--- config.mk ---
export PLATFORM = sky130hd
export DESIGN_NAME = mipsPipeline
export DESIGN_NICKNAME = d
export VERILOG_FILES = /design/src/mipsPkg.sv /design/src/instrDecoder.sv /design/src/registerFile.sv /design/src/alu.sv /design/src/hazardUnit.sv /design/src/forwardUnit.sv /design/src/mipsPipeline.sv
export SDC_FILE = /design/constraint.sdc
export NUM_CORES = 2
export LEC_CHECK = 0
export BUFFER_PORTS_ARGS = -buffer_cell sky130_fd_sc_hd__buf_2
export CORE_AREA = 10 10 426 428
export CTS_CLUSTER_DIAMETER = 200
export DETAILED_ROUTE_END_ITERATION = 8
export DIE_AREA = 0 0 436 438
export PLACE_DENSITY_LB_ADDON = 0.15
export SYNTH_ARGS = -nofsm -noshare
export SYNTH_HDL_FRONTEND = slang
export SYNTH_SLANG_ARGS = --single-unit
--- constraint.sdc ---
create_clock -name clk -period 14.65 [get_ports clk]
set_clock_uncertainty 0.05 [all_clocks]
set_input_delay 2.93 -clock clk [delete_from_list [all_inputs] [get_ports clk]]
set_output_delay 2.93 -clock clk [all_outputs]
set_load 0.02 [all_outputs]
--- src/mipsPkg.sv ---
`default_nettype none

package mipsPkg;

    //////////////////////////////////////////////////////////////////////
    // widths with a meaning

    typedef logic [31:0] wordT;
    typedef logic [29:0] wordAddrT;
    typedef logic [4:0]  regAddrT;
    typedef logic [2:0]  aluCtrlT;
    typedef logic [1:0]  fwdSelT;

    localparam int regCount = 32;

    //////////////////////////////////////////////////////////////////////
    // instruction encodings

    localparam logic [5:0] opRType = 6'h00;
    localparam logic [5:0] opJ     = 6'h02;
    localparam logic [5:0] opBeq   = 6'h04;
    localparam logic [5:0] opAddi  = 6'h08;
    localparam logic [5:0] opLw    = 6'h23;
    localparam logic [5:0] opSw    = 6'h2b;

    // R-type function field
    localparam logic [5:0] fnAdd = 6'h20;
    localparam logic [5:0] fnSub = 6'h22;
    localparam logic [5:0] fnAnd = 6'h24;
    localparam logic [5:0] fnOr  = 6'h25;
    localparam logic [5:0] fnSlt = 6'h2a;

    // alu operations
    localparam aluCtrlT aluAnd = 3'b000;
    localparam aluCtrlT aluOr  = 3'b001;
    localparam aluCtrlT aluAdd = 3'b010;
    localparam aluCtrlT aluSub = 3'b110;
    localparam aluCtrlT aluSlt = 3'b111;

    // bypass source for an execute operand
    localparam fwdSelT fwdNone = 2'd0;
    localparam fwdSelT fwdMem  = 2'd1;
    localparam fwdSelT fwdWb   = 2'd2;

    //////////////////////////////////////////////////////////////////////
    // decoded controls and pipeline registers

    typedef struct packed {
        logic    regWrite;
        logic    memRead;
        logic    memWrite;
        logic    branch;
        logic    aluSrcImm;
        logic    regDstRd;
        aluCtrlT aluCtrl;
    } ctrlT;

    typedef struct packed {
        wordT instr;
        wordT pcPlus4;
    } ifIdT;

    typedef struct packed {
        ctrlT    ctrl;
        wordT    pcPlus4;
        wordT    rsData;
        wordT    rtData;
        wordT    immExt;
        regAddrT rs;
        regAddrT rt;
        regAddrT wsel;
    } idExT;

    typedef struct packed {
        logic    regWrite;
        logic    memRead;
        logic    memWrite;
        logic    branch;
        logic    zero;
        wordT    aluOut;
        wordT    storeData;
        wordT    branchTarget;
        regAddrT wsel;
    } exMemT;

    typedef struct packed {
        logic    regWrite;
        logic    memRead;
        wordT    aluOut;
        wordT    loadData;
        regAddrT wsel;
    } memWbT;

    typedef struct packed {
        logic     ren;
        logic     wen;
        wordAddrT addr;
        wordT     wdata;
    } cacheReqT;

endpackage

`default_nettype wire

--- src/instrDecoder.sv ---
`timescale 1ns/10ps
`default_nettype none

module instrDecoder (
    input  wire mipsPkg::wordT instr,
    output mipsPkg::ctrlT      ctrl,
    output logic               jump
);

    logic [5:0] opcode;
    logic [5:0] funct;

    assign opcode = instr[31:26];
    assign funct  = instr[5:0];

    always_comb begin
        // anything not listed below is a no-op
        ctrl = '0;
        jump = 1'b0;
        case (opcode)
            mipsPkg::opRType: begin
                ctrl.regWrite = 1'b1;
                ctrl.regDstRd = 1'b1;
                case (funct)
                    mipsPkg::fnAdd: ctrl.aluCtrl = mipsPkg::aluAdd;
                    mipsPkg::fnSub: ctrl.aluCtrl = mipsPkg::aluSub;
                    mipsPkg::fnAnd: ctrl.aluCtrl = mipsPkg::aluAnd;
                    mipsPkg::fnOr:  ctrl.aluCtrl = mipsPkg::aluOr;
                    mipsPkg::fnSlt: ctrl.aluCtrl = mipsPkg::aluSlt;
                    // also covers the all-zero word of a squashed slot
                    default:        ctrl = '0;
                endcase
            end
            mipsPkg::opAddi: begin
                ctrl.regWrite  = 1'b1;
                ctrl.aluSrcImm = 1'b1;
                ctrl.aluCtrl   = mipsPkg::aluAdd;
            end
            mipsPkg::opLw: begin
                ctrl.regWrite  = 1'b1;
                ctrl.memRead   = 1'b1;
                ctrl.aluSrcImm = 1'b1;
                ctrl.aluCtrl   = mipsPkg::aluAdd;
            end
            mipsPkg::opSw: begin
                ctrl.memWrite  = 1'b1;
                ctrl.aluSrcImm = 1'b1;
                ctrl.aluCtrl   = mipsPkg::aluAdd;
            end
            mipsPkg::opBeq: begin
                // equality through a zero difference
                ctrl.branch  = 1'b1;
                ctrl.aluCtrl = mipsPkg::aluSub;
            end
            mipsPkg::opJ: begin
                jump = 1'b1;
            end
            default: begin
                ctrl = '0;
            end
        endcase
    end

endmodule

`default_nettype wire

--- src/registerFile.sv ---
`timescale 1ns/10ps
`default_nettype none

module registerFile (
    input  wire                   clk,
    input  wire                   rst_n,
    input  wire                   wen,
    input  wire mipsPkg::regAddrT waddr,
    input  wire mipsPkg::wordT    wdata,
    input  wire mipsPkg::regAddrT raddrA,
    input  wire mipsPkg::regAddrT raddrB,
    output mipsPkg::wordT         rdataA,
    output mipsPkg::wordT         rdataB
);

    mipsPkg::wordT regs [mipsPkg::regCount];

    // r0 is hardwired, a write in flight is visible at once
    function automatic mipsPkg::wordT readReg(input mipsPkg::regAddrT addr);
        if (addr == '0) begin
            return '0;
        end else if (wen && waddr == addr) begin
            return wdata;
        end
        return regs[addr];
    endfunction

    always_ff @(posedge clk or negedge rst_n) begin
        if (!rst_n) begin
            for (int i = 0; i < mipsPkg::regCount; i++) begin
                regs[i] <= '0;
            end
        end else if (wen && waddr != '0) begin
            regs[waddr] <= wdata;
        end
    end

    always_comb begin
        rdataA = readReg(raddrA);
        rdataB = readReg(raddrB);
    end

endmodule

`default_nettype wire

--- src/alu.sv ---
`timescale 1ns/10ps
`default_nettype none

module alu (
    input  wire mipsPkg::aluCtrlT aluCtrl,
    input  wire mipsPkg::wordT    a,
    input  wire mipsPkg::wordT    b,
    output mipsPkg::wordT         result,
    output logic                  zero
);

    mipsPkg::wordT diff;
    logic          lessThan;

    assign diff = a - b;

    // signed compare, overflow-safe
    assign lessThan = $signed(a) < $signed(b);

    always_comb begin
        case (aluCtrl)
            mipsPkg::aluAdd: result = a + b;
            mipsPkg::aluSub: result = diff;
            mipsPkg::aluAnd: result = a & b;
            mipsPkg::aluOr:  result = a | b;
            mipsPkg::aluSlt: result = {31'd0, lessThan};
            default:         result = '0;
        endcase
    end

    // beq looks at this through the exMem register
    assign zero = (result == '0);

endmodule

`default_nettype wire

--- src/hazardUnit.sv ---
`timescale 1ns/10ps
`default_nettype none

module hazardUnit (
    input  wire mipsPkg::ifIdT ifId,
    input  wire mipsPkg::idExT idEx,
    input  wire                jump,
    input  wire                exBranch,
    input  wire                exZero,
    input  wire                icacheStall,
    input  wire                dcacheStall,
    output logic               freeze,
    output logic               pcHold,
    output logic               ifIdHold,
    output logic               ifIdFlush,
    output logic               idExBubble,
    output logic               exMemFlush,
    output logic               branchTaken
);

    mipsPkg::regAddrT ifIdRs;
    mipsPkg::regAddrT ifIdRt;
    logic             loadUse;

    assign ifIdRs = ifId.instr[25:21];
    assign ifIdRt = ifId.instr[20:16];

    // load in execute feeding the instruction in decode
    assign loadUse = idEx.ctrl.memRead && (idEx.wsel != '0)
                     && (idEx.wsel == ifIdRs || idEx.wsel == ifIdRt);

    assign freeze      = icacheStall | dcacheStall;
    assign branchTaken = exBranch & exZero;

    always_comb begin
        pcHold     = 1'b0;
        ifIdHold   = 1'b0;
        ifIdFlush  = 1'b0;
        idExBubble = 1'b0;
        exMemFlush = 1'b0;
        if (freeze) begin
            pcHold   = 1'b1;
            ifIdHold = 1'b1;
        end else if (branchTaken) begin
            // kill the three younger slots
            ifIdFlush  = 1'b1;
            idExBubble = 1'b1;
            exMemFlush = 1'b1;
        end else if (jump) begin
            ifIdFlush = 1'b1;
        end else if (loadUse) begin
            pcHold     = 1'b1;
            ifIdHold   = 1'b1;
            idExBubble = 1'b1;
        end
    end

endmodule

`default_nettype wire

--- src/forwardUnit.sv ---
`timescale 1ns/10ps
`default_nettype none

module forwardUnit (
    input  wire mipsPkg::regAddrT rs,
    input  wire mipsPkg::regAddrT rt,
    input  wire mipsPkg::regAddrT exMemWsel,
    input  wire                   exMemRegWrite,
    input  wire mipsPkg::regAddrT memWbWsel,
    input  wire                   memWbRegWrite,
    output mipsPkg::fwdSelT       fwdA,
    output mipsPkg::fwdSelT       fwdB
);

    // youngest producer wins, r0 never matches
    function automatic mipsPkg::fwdSelT pickSource(input mipsPkg::regAddrT src);
        if (exMemRegWrite && exMemWsel != '0 && exMemWsel == src) begin
            return mipsPkg::fwdMem;
        end else if (memWbRegWrite && memWbWsel != '0 && memWbWsel == src) begin
            return mipsPkg::fwdWb;
        end
        return mipsPkg::fwdNone;
    endfunction

    always_comb begin
        fwdA = pickSource(rs);
        fwdB = pickSource(rt);
    end

endmodule

`default_nettype wire

--- src/mipsPipeline.sv ---
`timescale 1ns/10ps
`default_nettype none

module mipsPipeline (
    input  wire                  clk,
    input  wire                  rst_n,
    output mipsPkg::cacheReqT    icacheReq,
    input  wire                  icacheStall,
    input  wire mipsPkg::wordT   icacheRdata,
    output mipsPkg::cacheReqT    dcacheReq,
    input  wire                  dcacheStall,
    input  wire mipsPkg::wordT   dcacheRdata
);

    mipsPkg::wordT    pc;
    mipsPkg::wordT    pcNext;
    mipsPkg::wordT    pcPlus4;
    mipsPkg::ifIdT    ifId;
    mipsPkg::idExT    idEx;
    mipsPkg::exMemT   exMem;
    mipsPkg::memWbT   memWb;

    mipsPkg::ctrlT    decCtrl;
    logic             jump;
    mipsPkg::wordT    rsData;
    mipsPkg::wordT    rtData;
    mipsPkg::wordT    immExt;
    mipsPkg::regAddrT wselDec;
    mipsPkg::wordT    jumpTarget;

    logic             freeze;
    logic             pcHold;
    logic             ifIdHold;
    logic             ifIdFlush;
    logic             idExBubble;
    logic             exMemFlush;
    logic             branchTaken;

    mipsPkg::fwdSelT  fwdA;
    mipsPkg::fwdSelT  fwdB;
    mipsPkg::wordT    opA;
    mipsPkg::wordT    rtFwd;
    mipsPkg::wordT    opB;
    mipsPkg::wordT    aluResult;
    logic             aluZero;
    mipsPkg::wordT    wbData;

    function automatic mipsPkg::wordT bypassMux(
        input mipsPkg::fwdSelT sel,
        input mipsPkg::wordT   regVal,
        input mipsPkg::wordT   memVal,
        input mipsPkg::wordT   wbVal
    );
        case (sel)
            mipsPkg::fwdMem: return memVal;
            mipsPkg::fwdWb:  return wbVal;
            default:         return regVal;
        endcase
    endfunction

    //////////////////////////////////////////////////////////////////////
    // fetch

    assign pcPlus4 = pc + 32'd4;

    // taken branch beats jump
    always_comb begin
        if (branchTaken) begin
            pcNext = exMem.branchTarget;
        end else if (jump) begin
            pcNext = jumpTarget;
        end else begin
            pcNext = pcPlus4;
        end
    end

    always_ff @(posedge clk or negedge rst_n) begin
        if (!rst_n) begin
            pc <= '0;
        end else if (!pcHold) begin
            pc <= pcNext;
        end
    end

    // instruction side is read-only
    always_comb begin
        icacheReq.ren   = 1'b1;
        icacheReq.wen   = 1'b0;
        icacheReq.addr  = pc[31:2];
        icacheReq.wdata = '0;
    end

    always_ff @(posedge clk or negedge rst_n) begin
        if (!rst_n) begin
            ifId <= '0;
        end else if (!ifIdHold) begin
            if (ifIdFlush) begin
                ifId <= '0;
            end else begin
                ifId.instr   <= icacheRdata;
                ifId.pcPlus4 <= pcPlus4;
            end
        end
    end

    //////////////////////////////////////////////////////////////////////
    // decode

    instrDecoder i_instrDecoder (
        .instr (ifId.instr),
        .ctrl  (decCtrl),
        .jump  (jump)
    );

    registerFile i_registerFile (
        .clk    (clk),
        .rst_n  (rst_n),
        .wen    (memWb.regWrite),
        .waddr  (memWb.wsel),
        .wdata  (wbData),
        .raddrA (ifId.instr[25:21]),
        .raddrB (ifId.instr[20:16]),
        .rdataA (rsData),
        .rdataB (rtData)
    );

    hazardUnit i_hazardUnit (
        .ifId        (ifId),
        .idEx        (idEx),
        .jump        (jump),
        .exBranch    (exMem.branch),
        .exZero      (exMem.zero),
        .icacheStall (icacheStall),
        .dcacheStall (dcacheStall),
        .freeze      (freeze),
        .pcHold      (pcHold),
        .ifIdHold    (ifIdHold),
        .ifIdFlush   (ifIdFlush),
        .idExBubble  (idExBubble),
        .exMemFlush  (exMemFlush),
        .branchTaken (branchTaken)
    );

    assign immExt     = {{16{ifId.instr[15]}}, ifId.instr[15:0]};
    assign wselDec    = decCtrl.regDstRd ? ifId.instr[15:11] : ifId.instr[20:16];
    assign jumpTarget = {ifId.pcPlus4[31:28], ifId.instr[25:0], 2'b00};

    always_ff @(posedge clk or negedge rst_n) begin
        if (!rst_n) begin
            idEx <= '0;
        end else if (!freeze) begin
            if (idExBubble) begin
                idEx <= '0;
            end else begin
                idEx.ctrl    <= decCtrl;
                idEx.pcPlus4 <= ifId.pcPlus4;
                idEx.rsData  <= rsData;
                idEx.rtData  <= rtData;
                idEx.immExt  <= immExt;
                idEx.rs      <= ifId.instr[25:21];
                idEx.rt      <= ifId.instr[20:16];
                idEx.wsel    <= wselDec;
            end
        end
    end

    //////////////////////////////////////////////////////////////////////
    // execute

    forwardUnit i_forwardUnit (
        .rs            (idEx.rs),
        .rt            (idEx.rt),
        .exMemWsel     (exMem.wsel),
        .exMemRegWrite (exMem.regWrite),
        .memWbWsel     (memWb.wsel),
        .memWbRegWrite (memWb.regWrite),
        .fwdA          (fwdA),
        .fwdB          (fwdB)
    );

    always_comb begin
        opA   = bypassMux(fwdA, idEx.rsData, exMem.aluOut, wbData);
        rtFwd = bypassMux(fwdB, idEx.rtData, exMem.aluOut, wbData);
        opB   = idEx.ctrl.aluSrcImm ? idEx.immExt : rtFwd;
    end

    alu i_alu (
        .aluCtrl (idEx.ctrl.aluCtrl),
        .a       (opA),
        .b       (opB),
        .result  (aluResult),
        .zero    (aluZero)
    );

    always_ff @(posedge clk or negedge rst_n) begin
        if (!rst_n) begin
            exMem <= '0;
        end else if (!freeze) begin
            if (exMemFlush) begin
                exMem <= '0;
            end else begin
                exMem.regWrite     <= idEx.ctrl.regWrite;
                exMem.memRead      <= idEx.ctrl.memRead;
                exMem.memWrite     <= idEx.ctrl.memWrite;
                exMem.branch       <= idEx.ctrl.branch;
                exMem.zero         <= aluZero;
                exMem.aluOut       <= aluResult;
                exMem.storeData    <= rtFwd;
                exMem.branchTarget <= idEx.pcPlus4 + {idEx.immExt[29:0], 2'b00};
                exMem.wsel         <= idEx.wsel;
            end
        end
    end

    //////////////////////////////////////////////////////////////////////
    // memory and writeback

    // held steady by exMem while frozen
    always_comb begin
        dcacheReq.ren   = exMem.memRead;
        dcacheReq.wen   = exMem.memWrite;
        dcacheReq.addr  = exMem.aluOut[31:2];
        dcacheReq.wdata = exMem.storeData;
    end

    always_ff @(posedge clk or negedge rst_n) begin
        if (!rst_n) begin
            memWb <= '0;
        end else if (!freeze) begin
            memWb.regWrite <= exMem.regWrite;
            memWb.memRead  <= exMem.memRead;
            memWb.aluOut   <= exMem.aluOut;
            memWb.loadData <= dcacheRdata;
            memWb.wsel     <= exMem.wsel;
        end
    end

    assign wbData = memWb.memRead ? memWb.loadData : memWb.aluOut;

endmodule

`default_nettype wire

Word-level counts from Yosys, hierarchy flattened
Cells that the tools add are included.
{ "totals": {"reg_bits": 1448, "latch_bits": 0, "mem_bits_rw": 0, "mem_bits_ro": 0, "output_inout_bits": 128, "wordCells": 188, "memories": 0} }
{ "op_classes": {"n_addsub": 4, "multipliers": 0, "div_mod_pow": 0, "magnitude_cmp": 5, "eq_ne": 26, "n_shift": 0, "mux": 61, "bitwise_logic": 7, "n_reduce_logical": 23} }
{ "ops": {"columns": ["operator", "n"], "rows": [
  ["bitwise mux 1024 bit", 1],
  ["two-way mux 32 bit", 15],
  ["binary-select mux 32 bit (select 5 bit)", 2],
  ["demux 32 bit (select 5 bit)", 1],
  ["case mux 32 bit (5 select lines)", 1],
  ["two-way mux 152 bit", 1],
  ["case mux 32 bit (2 select lines)", 2],
  ["two-way mux 106 bit", 1],
  ["adder 32 bit", 2],
  ["two-way mux 64 bit", 1],
  ["== test 6 bit (second input constant)", 7],
  ["== test 5 bit", 8],
  ["adder 32 x 3 -> 32 bit (second input constant)", 1],
  ["bitwise AND 32 bit", 1],
  ["logical NOT 32 bit", 1],
  ["< comparator 32 bit", 1],
  ["OR 32 bit", 1],
  ["subtractor 32 bit", 1],
  ["two-way mux 1 bit", 21],
  [">= comparator 6 bit (second input constant)", 3],
  ["inverter 5 -> 6 bit", 3],
  ["nonzero test 5 bit", 3],
  ["two-way mux 2 bit", 6],
  ["case mux 3 bit (4 select lines)", 1],
  ["23 further kinds", 41]
]} }

Depth between registers and ports, before layout
{ "logic_depth": {"word_depth": 13, "depth_mapped": 23, "ltp_nobuf": 21} }

Modules after synthesis
A second synthesis with hierarchy kept.
{ "hier_totals": {"cells_unflattened": 6824, "hier_area_um2": 82613.0} }
{ "by_module_without_submodules": {"columns": ["mod", "n_inst", "cells_each", "area_each_um2", "seq_area_each_um2"], "rows": [
  ["registerFile", 1, 3652, 55444.4, 25624.6],
  ["mipsPipeline", 1, 2313, 21413.0, 10234.8],
  ["alu", 1, 765, 5113.7, 0.0],
  ["forwardUnit", 1, 34, 257.7, 0.0],
  ["instrDecoder", 1, 30, 197.7, 0.0],
  ["hazardUnit", 1, 30, 186.4, 0.0]
]} }

Least setup slack after synthesis
Ideal clock, no wire load.
{ "synth_timing": {"kind": "register to register", "from": "register memWb[1] (netlist name)", "to": "register exMem[101] (netlist name)", "setup_time_ns": 0.095, "arrival_ns": 5.341, "required_time_ns": 14.505, "path_slack_ns": 9.164, "path_stages_with_launch": 23, "n_path_buf": 2, "synth_period_minus_slack_ns": 5.486, "path_cell_list": "dfrtp_1 -> or2_2 -> clkbuf_1 -> o41ai_1 -> nor4_1 -> clkbuf_1 -> o21ai_0 -> o21ai_0 -> nor2_1 -> a21oi_1 -> inv_1 -> fa_1 -> nor2b_1 -> o211ai_1 -> nand4b_1 -> a2111oi_0 -> o31a_1 -> o31ai_1 -> nor4_1 -> nand4_1 -> nor4_1 -> nand4_1 -> o31ai_1"} }
{ "synth_via": {"elab_chain_len": 13, "elab_cells_between_ends": 27} }
{ "synth_lines": {"columns": ["element", "line_no", "rtl"], "rows": [
  ["from (decl)", "mipsPipeline.sv:21", "mipsPkg::memWbT memWb;"],
  ["nonzero test 5 bit", "forwardUnit.sv:19", "end else if (memWbRegWrite && memWbWsel != '0 && memWbWsel == src) begin"],
  ["logical AND 1 bit (2 in series)", "forwardUnit.sv:19", null],
  ["two-way mux 1 bit", "forwardUnit.sv:19", null],
  ["two-way mux 1 bit", "forwardUnit.sv:17", "if (exMemRegWrite && exMemWsel != '0 && exMemWsel == src) begin"],
  ["two-way mux 2 bit", "forwardUnit.sv:22", "return mipsPkg::fwdNone;"],
  ["== test 2 bit or == test 2 x 1 -> 1 bit (tied branches)", "mipsPipeline.sv:54", "case (sel)"],
  ["case mux 32 bit (2 select lines)", "mipsPipeline.sv:54", null],
  ["two-way mux 32 bit", "mipsPipeline.sv:184", "opB = idEx.ctrl.aluSrcImm ? idEx.immExt : rtFwd;"],
  ["subtractor 32 bit (tied with other cells)", "alu.sv:15", "assign diff = a - b;"],
  ["case mux 32 bit (5 select lines) (*)", "alu.sv:21", "case (aluCtrl)"],
  ["logical NOT 32 bit (*)", "alu.sv:32", "assign zero = (result == '0);"],
  ["two-way mux 106 bit (*)", "mipsPipeline.sv:199", "if (exMemFlush) begin"],
  ["to (decl)", "mipsPipeline.sv:20", "mipsPkg::exMemT exMem;"]
]} }
Every way passes the cells marked *; elsewhere a longest branch is shown, timed or not.
A chain may end at the register's enable or synchronous reset.

Worst setup path after layout
Same ends and word-level chain as after synthesis.

==> metrics.json <==
{
  "postSynthRegisterBits": {"value": 1424},
  "critical_path_class": {"value": "reg -> reg"},
  "setup.worst_path.end_class": {"value": "register"},
  "dpl-instance-area": {"value": 0.07953, "unit": "sq mm"},
  "layout.cells.most_common": {"value": "sky130_fd_sc_hd__dfrtp_1"},
  "synth_top_area_share": {"value": 46.10, "unit": "%"},
  "number_of_flops_mapped_to_enable_cells_by_yosys": {"value": 0},
  "finalNetCount": {"value": 7153},
  "cts_root_buffer": {"value": "sky130_fd_sc_hd__clkbuf_16"},
  "postRouteWirelength": {"value": 253600, "unit": "um"},
  "finish.utilization": {"value": 49.12, "unit": "%"},
  "use_met3": {"value": 5.011, "unit": "%"},
  "ys_async_rst_share": {"value": 100.0, "unit": "%"},
  "yosys-top-cells-area": {"value": "sky130_fd_sc_hd__dfrtp_1, sky130_fd_sc_hd__mux4_2, sky130_fd_sc_hd__a21oi_1"},
  "dr.pass1.iters": {"value": 8},
  "layout_worst_path_cycle_share": {"value": 48.54, "unit": "%"},
  "worstMarginPinSlew": {"value": 1.290, "unit": "ns"},
  "grt_setup_unrepaired": {"value": "no"},
  "detail_route.iter0.violations": {"value": 6044},
  "timing_hold_violations_final": {"value": 0},
  "yosysWarnings": {"value": 0},
  "setup.worst_path.start_class": {"value": "register"},
  "hpwl": {"value": 154000, "unit": "um"},
  "cts.sinks": {"value": 1424},
  "grt.total_usage": {"value": 26.23, "unit": "%"},
  "placementRows": {"value": 153},
  "synth-seq-area-share": {"value": 46.10, "unit": "%"},
  "cts_resized": {"value": 0},
  "drc_viols": {"value": 0},
  "globalRouteOverflowTotal": {"value": 0},
  "number_of_antenna_violations_at_the_first_check_in_global_routing": {"value": 7},
  "first_global_vias": {"value": 57540},
  "final_layout_size_suffix_gt1_share": {"value": 18.55, "unit": "%"},
  "clock_path_buffers": {"value": 3},
  "max-vdd-ir-drop": {"value": 0.1374, "unit": "mV"},
  "floorplan_die_width": {"value": 436, "unit": "um"},
  "place.gp.congestion": {"value": 0.9008},
  "grt_max_degree": {"value": 178},
  "post_drt_wl_per_cell": {"value": 26.93, "unit": "um"},
  "cts_post_setup_buffers_inserted": {"value": 0},
  "layout.cells.most_common_list": {"value": "sky130_fd_sc_hd__dfrtp_1, sky130_fd_sc_hd__nand2_1, sky130_fd_sc_hd__a21oi_1, sky130_fd_sc_hd__nor2_1, sky130_fd_sc_hd__o21ai_0"},
  "chipHeight": {"value": 438, "unit": "um"},
  "worstSkewPairLatency": {"value": 0.82, "unit": "ns"},
  "postSynthAreaPerCell": {"value": 10.63, "unit": "sq um"},
  "area_growth_syn_to_layout": {"value": 9.960, "unit": "%"},
  "total_leakage_power": {"value": 36.61, "unit": "nW"},
  "port-buffer-count": {"value": 161},
  "dieArea": {"value": 0.1910, "unit": "sq mm"},
  "fp.coreArea": {"value": 0.1731, "unit": "sq mm"},
  "cp.required": {"value": 15.33, "unit": "ns"},
  "maximum_frequency_from_static_timing_analysis": {"value": 0.1406, "unit": "GHz"},
  "grtUsageMet2": {"value": 41.26, "unit": "%"},
  "outcome": {"value": "completed"},
  "drt.antenna.violating_nets": {"value": 0},
  "grt-busiest-layer": {"value": "met2"},
  "synthFlopType": {"value": "sky130_fd_sc_hd__dfrtp_1"},
  "non_filler_cell_area_final": {"value": 0.08500, "unit": "sq mm"},
  "initial_utilization": {"value": 44.67, "unit": "%"},
  "post_synth_num_cell_types": {"value": 83},
  "netlist.top_cell.by_area": {"value": "sky130_fd_sc_hd__dfrtp_1"},
  "maximum_capacitance_violations": {"value": 0},
  "fin_tns_setup": {"value": 0, "unit": "ns"},
  "floorplan.io_pins": {"value": 196},
  "via_per_inst": {"value": 6.059},
  "syn-cell-area": {"value": 0.07730, "unit": "sq mm"},
  "cts_tree": {"value": "yes"},
  "layout_min_cycle_time": {"value": 7.111, "unit": "ns"},
  "worst_max_slew_margin_expressed_relative_to_the_limit": {"value": 12.18, "unit": "%"},
  "report.power.total": {"value": 11.13, "unit": "mW"},
  "cts_made_buffers": {"value": 159},
  "syn_inst": {"value": 7270},
  "finalSetupViolCount": {"value": 0},
  "reg2reg_slack": {"value": 7.54, "unit": "ns"},
  "grt_use_met1": {"value": 36.32, "unit": "%"},
  "grt_first_pass_wirelength": {"value": 383500, "unit": "um"},
  "power_density": {"value": 131.0, "unit": "mW/mm^2"},
  "timing.final.max_slew_violations": {"value": 0},
  "cp_data_arrival_time": {"value": 7.79, "unit": "ns"},
  "number_of_buffers_inserted_by_hold_repair_at_cts": {"value": 0},
  "timing.critical_path.fanout_max": {"value": 64},
  "min-delay-path-class": {"value": "reg -> reg"},
  "num_vias": {"value": 57060},
  "cts.htree.levels": {"value": 4},
  "clock_transition_at_the_registers_of_the_reported_paths": {"value": 0.06, "unit": "ns"}
}
power by group:
part / internal (mW) / switching, mW / total [mW]
sequential: 4.25 / 0.384 / 4.64
combinational: 0.925 / 1.40 / 2.32
clock: 2.46 / 1.72 / 4.17
total: 7.63 / 3.50 / 11.1
worst paths after layout:
| path | start | to | cells after the start |
|---|---|---|---|
| max | memWb[1] | exMem[101] | 22 |
| min | i_registerFile.regs[1001] | i_registerFile.regs[1001] | 0 |
| max reg2reg | memWb[1] | exMem[101] | 22 |
| min reg2reg | i_registerFile.regs[1001] | i_registerFile.regs[1001] | 0 |
| max in group asynchronous | rst_n | i_registerFile.regs[920] | 3 |
| min in group asynchronous | rst_n | idEx[121] | 1 |
metrics by stage:
stage	worst slack (ns)	std cells	hold WS, ns
2_1_floorplan	9.164	7302	0.3879
3_3_place_gp	7.639	9120	0.3263
3_5_place_dp	7.574	9120	0.3333
4_1_cts	7.575	9414	0.3473
5_1_grt	7.144	9414	0.3552
6_report	7.539	9417	0.3439
synthesized netlist by cell type (all sizes together), types with 8 or more instances:
| cell type | number |
|---|---|
| dfrtp | 1424 |
| nand2 | 919 |
| a21oi | 781 |
| nor2 | 721 |
| o21ai | 669 |
| mux4 | 640 |
| clkbuf | 618 |
| a22o | 217 |
| buf | 169 |
| inv | 144 |
| ha | 126 |
| nor2b | 85 |
| a211oi | 83 |
| mux2i | 66 |
| xnor2 | 66 |
| nand3 | 44 |
| xor2 | 40 |
| nor3 | 36 |
| nor4 | 28 |
| o21a | 27 |
| o31ai | 25 |
| or3 | 24 |
| o22ai | 22 |
| a21o | 21 |
| mux2 | 20 |
| and3 | 19 |
| o211ai | 18 |
| o311ai | 18 |
| nand2b | 16 |
| nand4 | 16 |
| a31oi | 11 |
| or2 | 10 |
| a211o | 8 |
| a32o | 8 |
| and2 | 8 |
| o21bai | 8 |
| o221ai | 8 |
cell families after synthesis:
kind of cell    Yosys count  share of synthesized area, %
compound gates         2000                         15.31
xor+xnor                106                         1.201
fa+ha+maj               129                         2.117
buf+inv                 931                         5.013
flops                  1424                         46.10
mux                     726                         19.79
other cells               2                      0.009716
simple gates           1952                         10.46
registers in the layout, summed over array words and instances (netlist names):
register / cells
i_registerFile.regs: 1024
memWb: 71
dcacheReq: 64
exMem: 40
ifId: 62
idEx: 133
pc: 30
critical path: stages, from the launching register on:
cell,delay (ns)
sky130_fd_sc_hd__dfrtp_1,0.55
sky130_fd_sc_hd__or2_2,0.49
sky130_fd_sc_hd__o41ai_1,0.57
sky130_fd_sc_hd__nor4_2,0.15
sky130_fd_sc_hd__buf_4,0.33
sky130_fd_sc_hd__nand2_1,0.11
sky130_fd_sc_hd__o21ai_0,0.09
sky130_fd_sc_hd__o21ai_0,0.27
sky130_fd_sc_hd__nor2_1,0.07
sky130_fd_sc_hd__a21oi_1,0.31
sky130_fd_sc_hd__inv_1,0.16
sky130_fd_sc_hd__fa_1,0.46
sky130_fd_sc_hd__nor2b_1,0.15
sky130_fd_sc_hd__o211ai_1,0.46
sky130_fd_sc_hd__nand4b_1,0.22
sky130_fd_sc_hd__a2111oi_0,0.64
sky130_fd_sc_hd__o31a_1,0.22
sky130_fd_sc_hd__o31ai_1,0.10
sky130_fd_sc_hd__nor4_1,0.51
sky130_fd_sc_hd__nand4_1,0.16
sky130_fd_sc_hd__nor4_1,0.52
sky130_fd_sc_hd__nand4_1,0.17
sky130_fd_sc_hd__o31ai_1,0.25
per-layer routing:
metal | vias up | wire [um]
met5 | - | 13
met4 | 2 | 9426
met3 | 460 | 18270
met2 | 2010 | 117200
met1 | 29080 | 108700
li1 | 25510 | -
layout make-up:
cell class	instances	area, sq um
Clock buffer	231	4726
Tap cell	2325	2909
Antenna cell	3	7.507
Multi-Input combinational cell	4947	38580
Timing Repair Buffer	280	1827
Inverter	144	540.5
Fill cell	15590	88060
Sequential cell	1424	35680
Clock inverter	63	730.7
(Power assumes the default switching activity.)
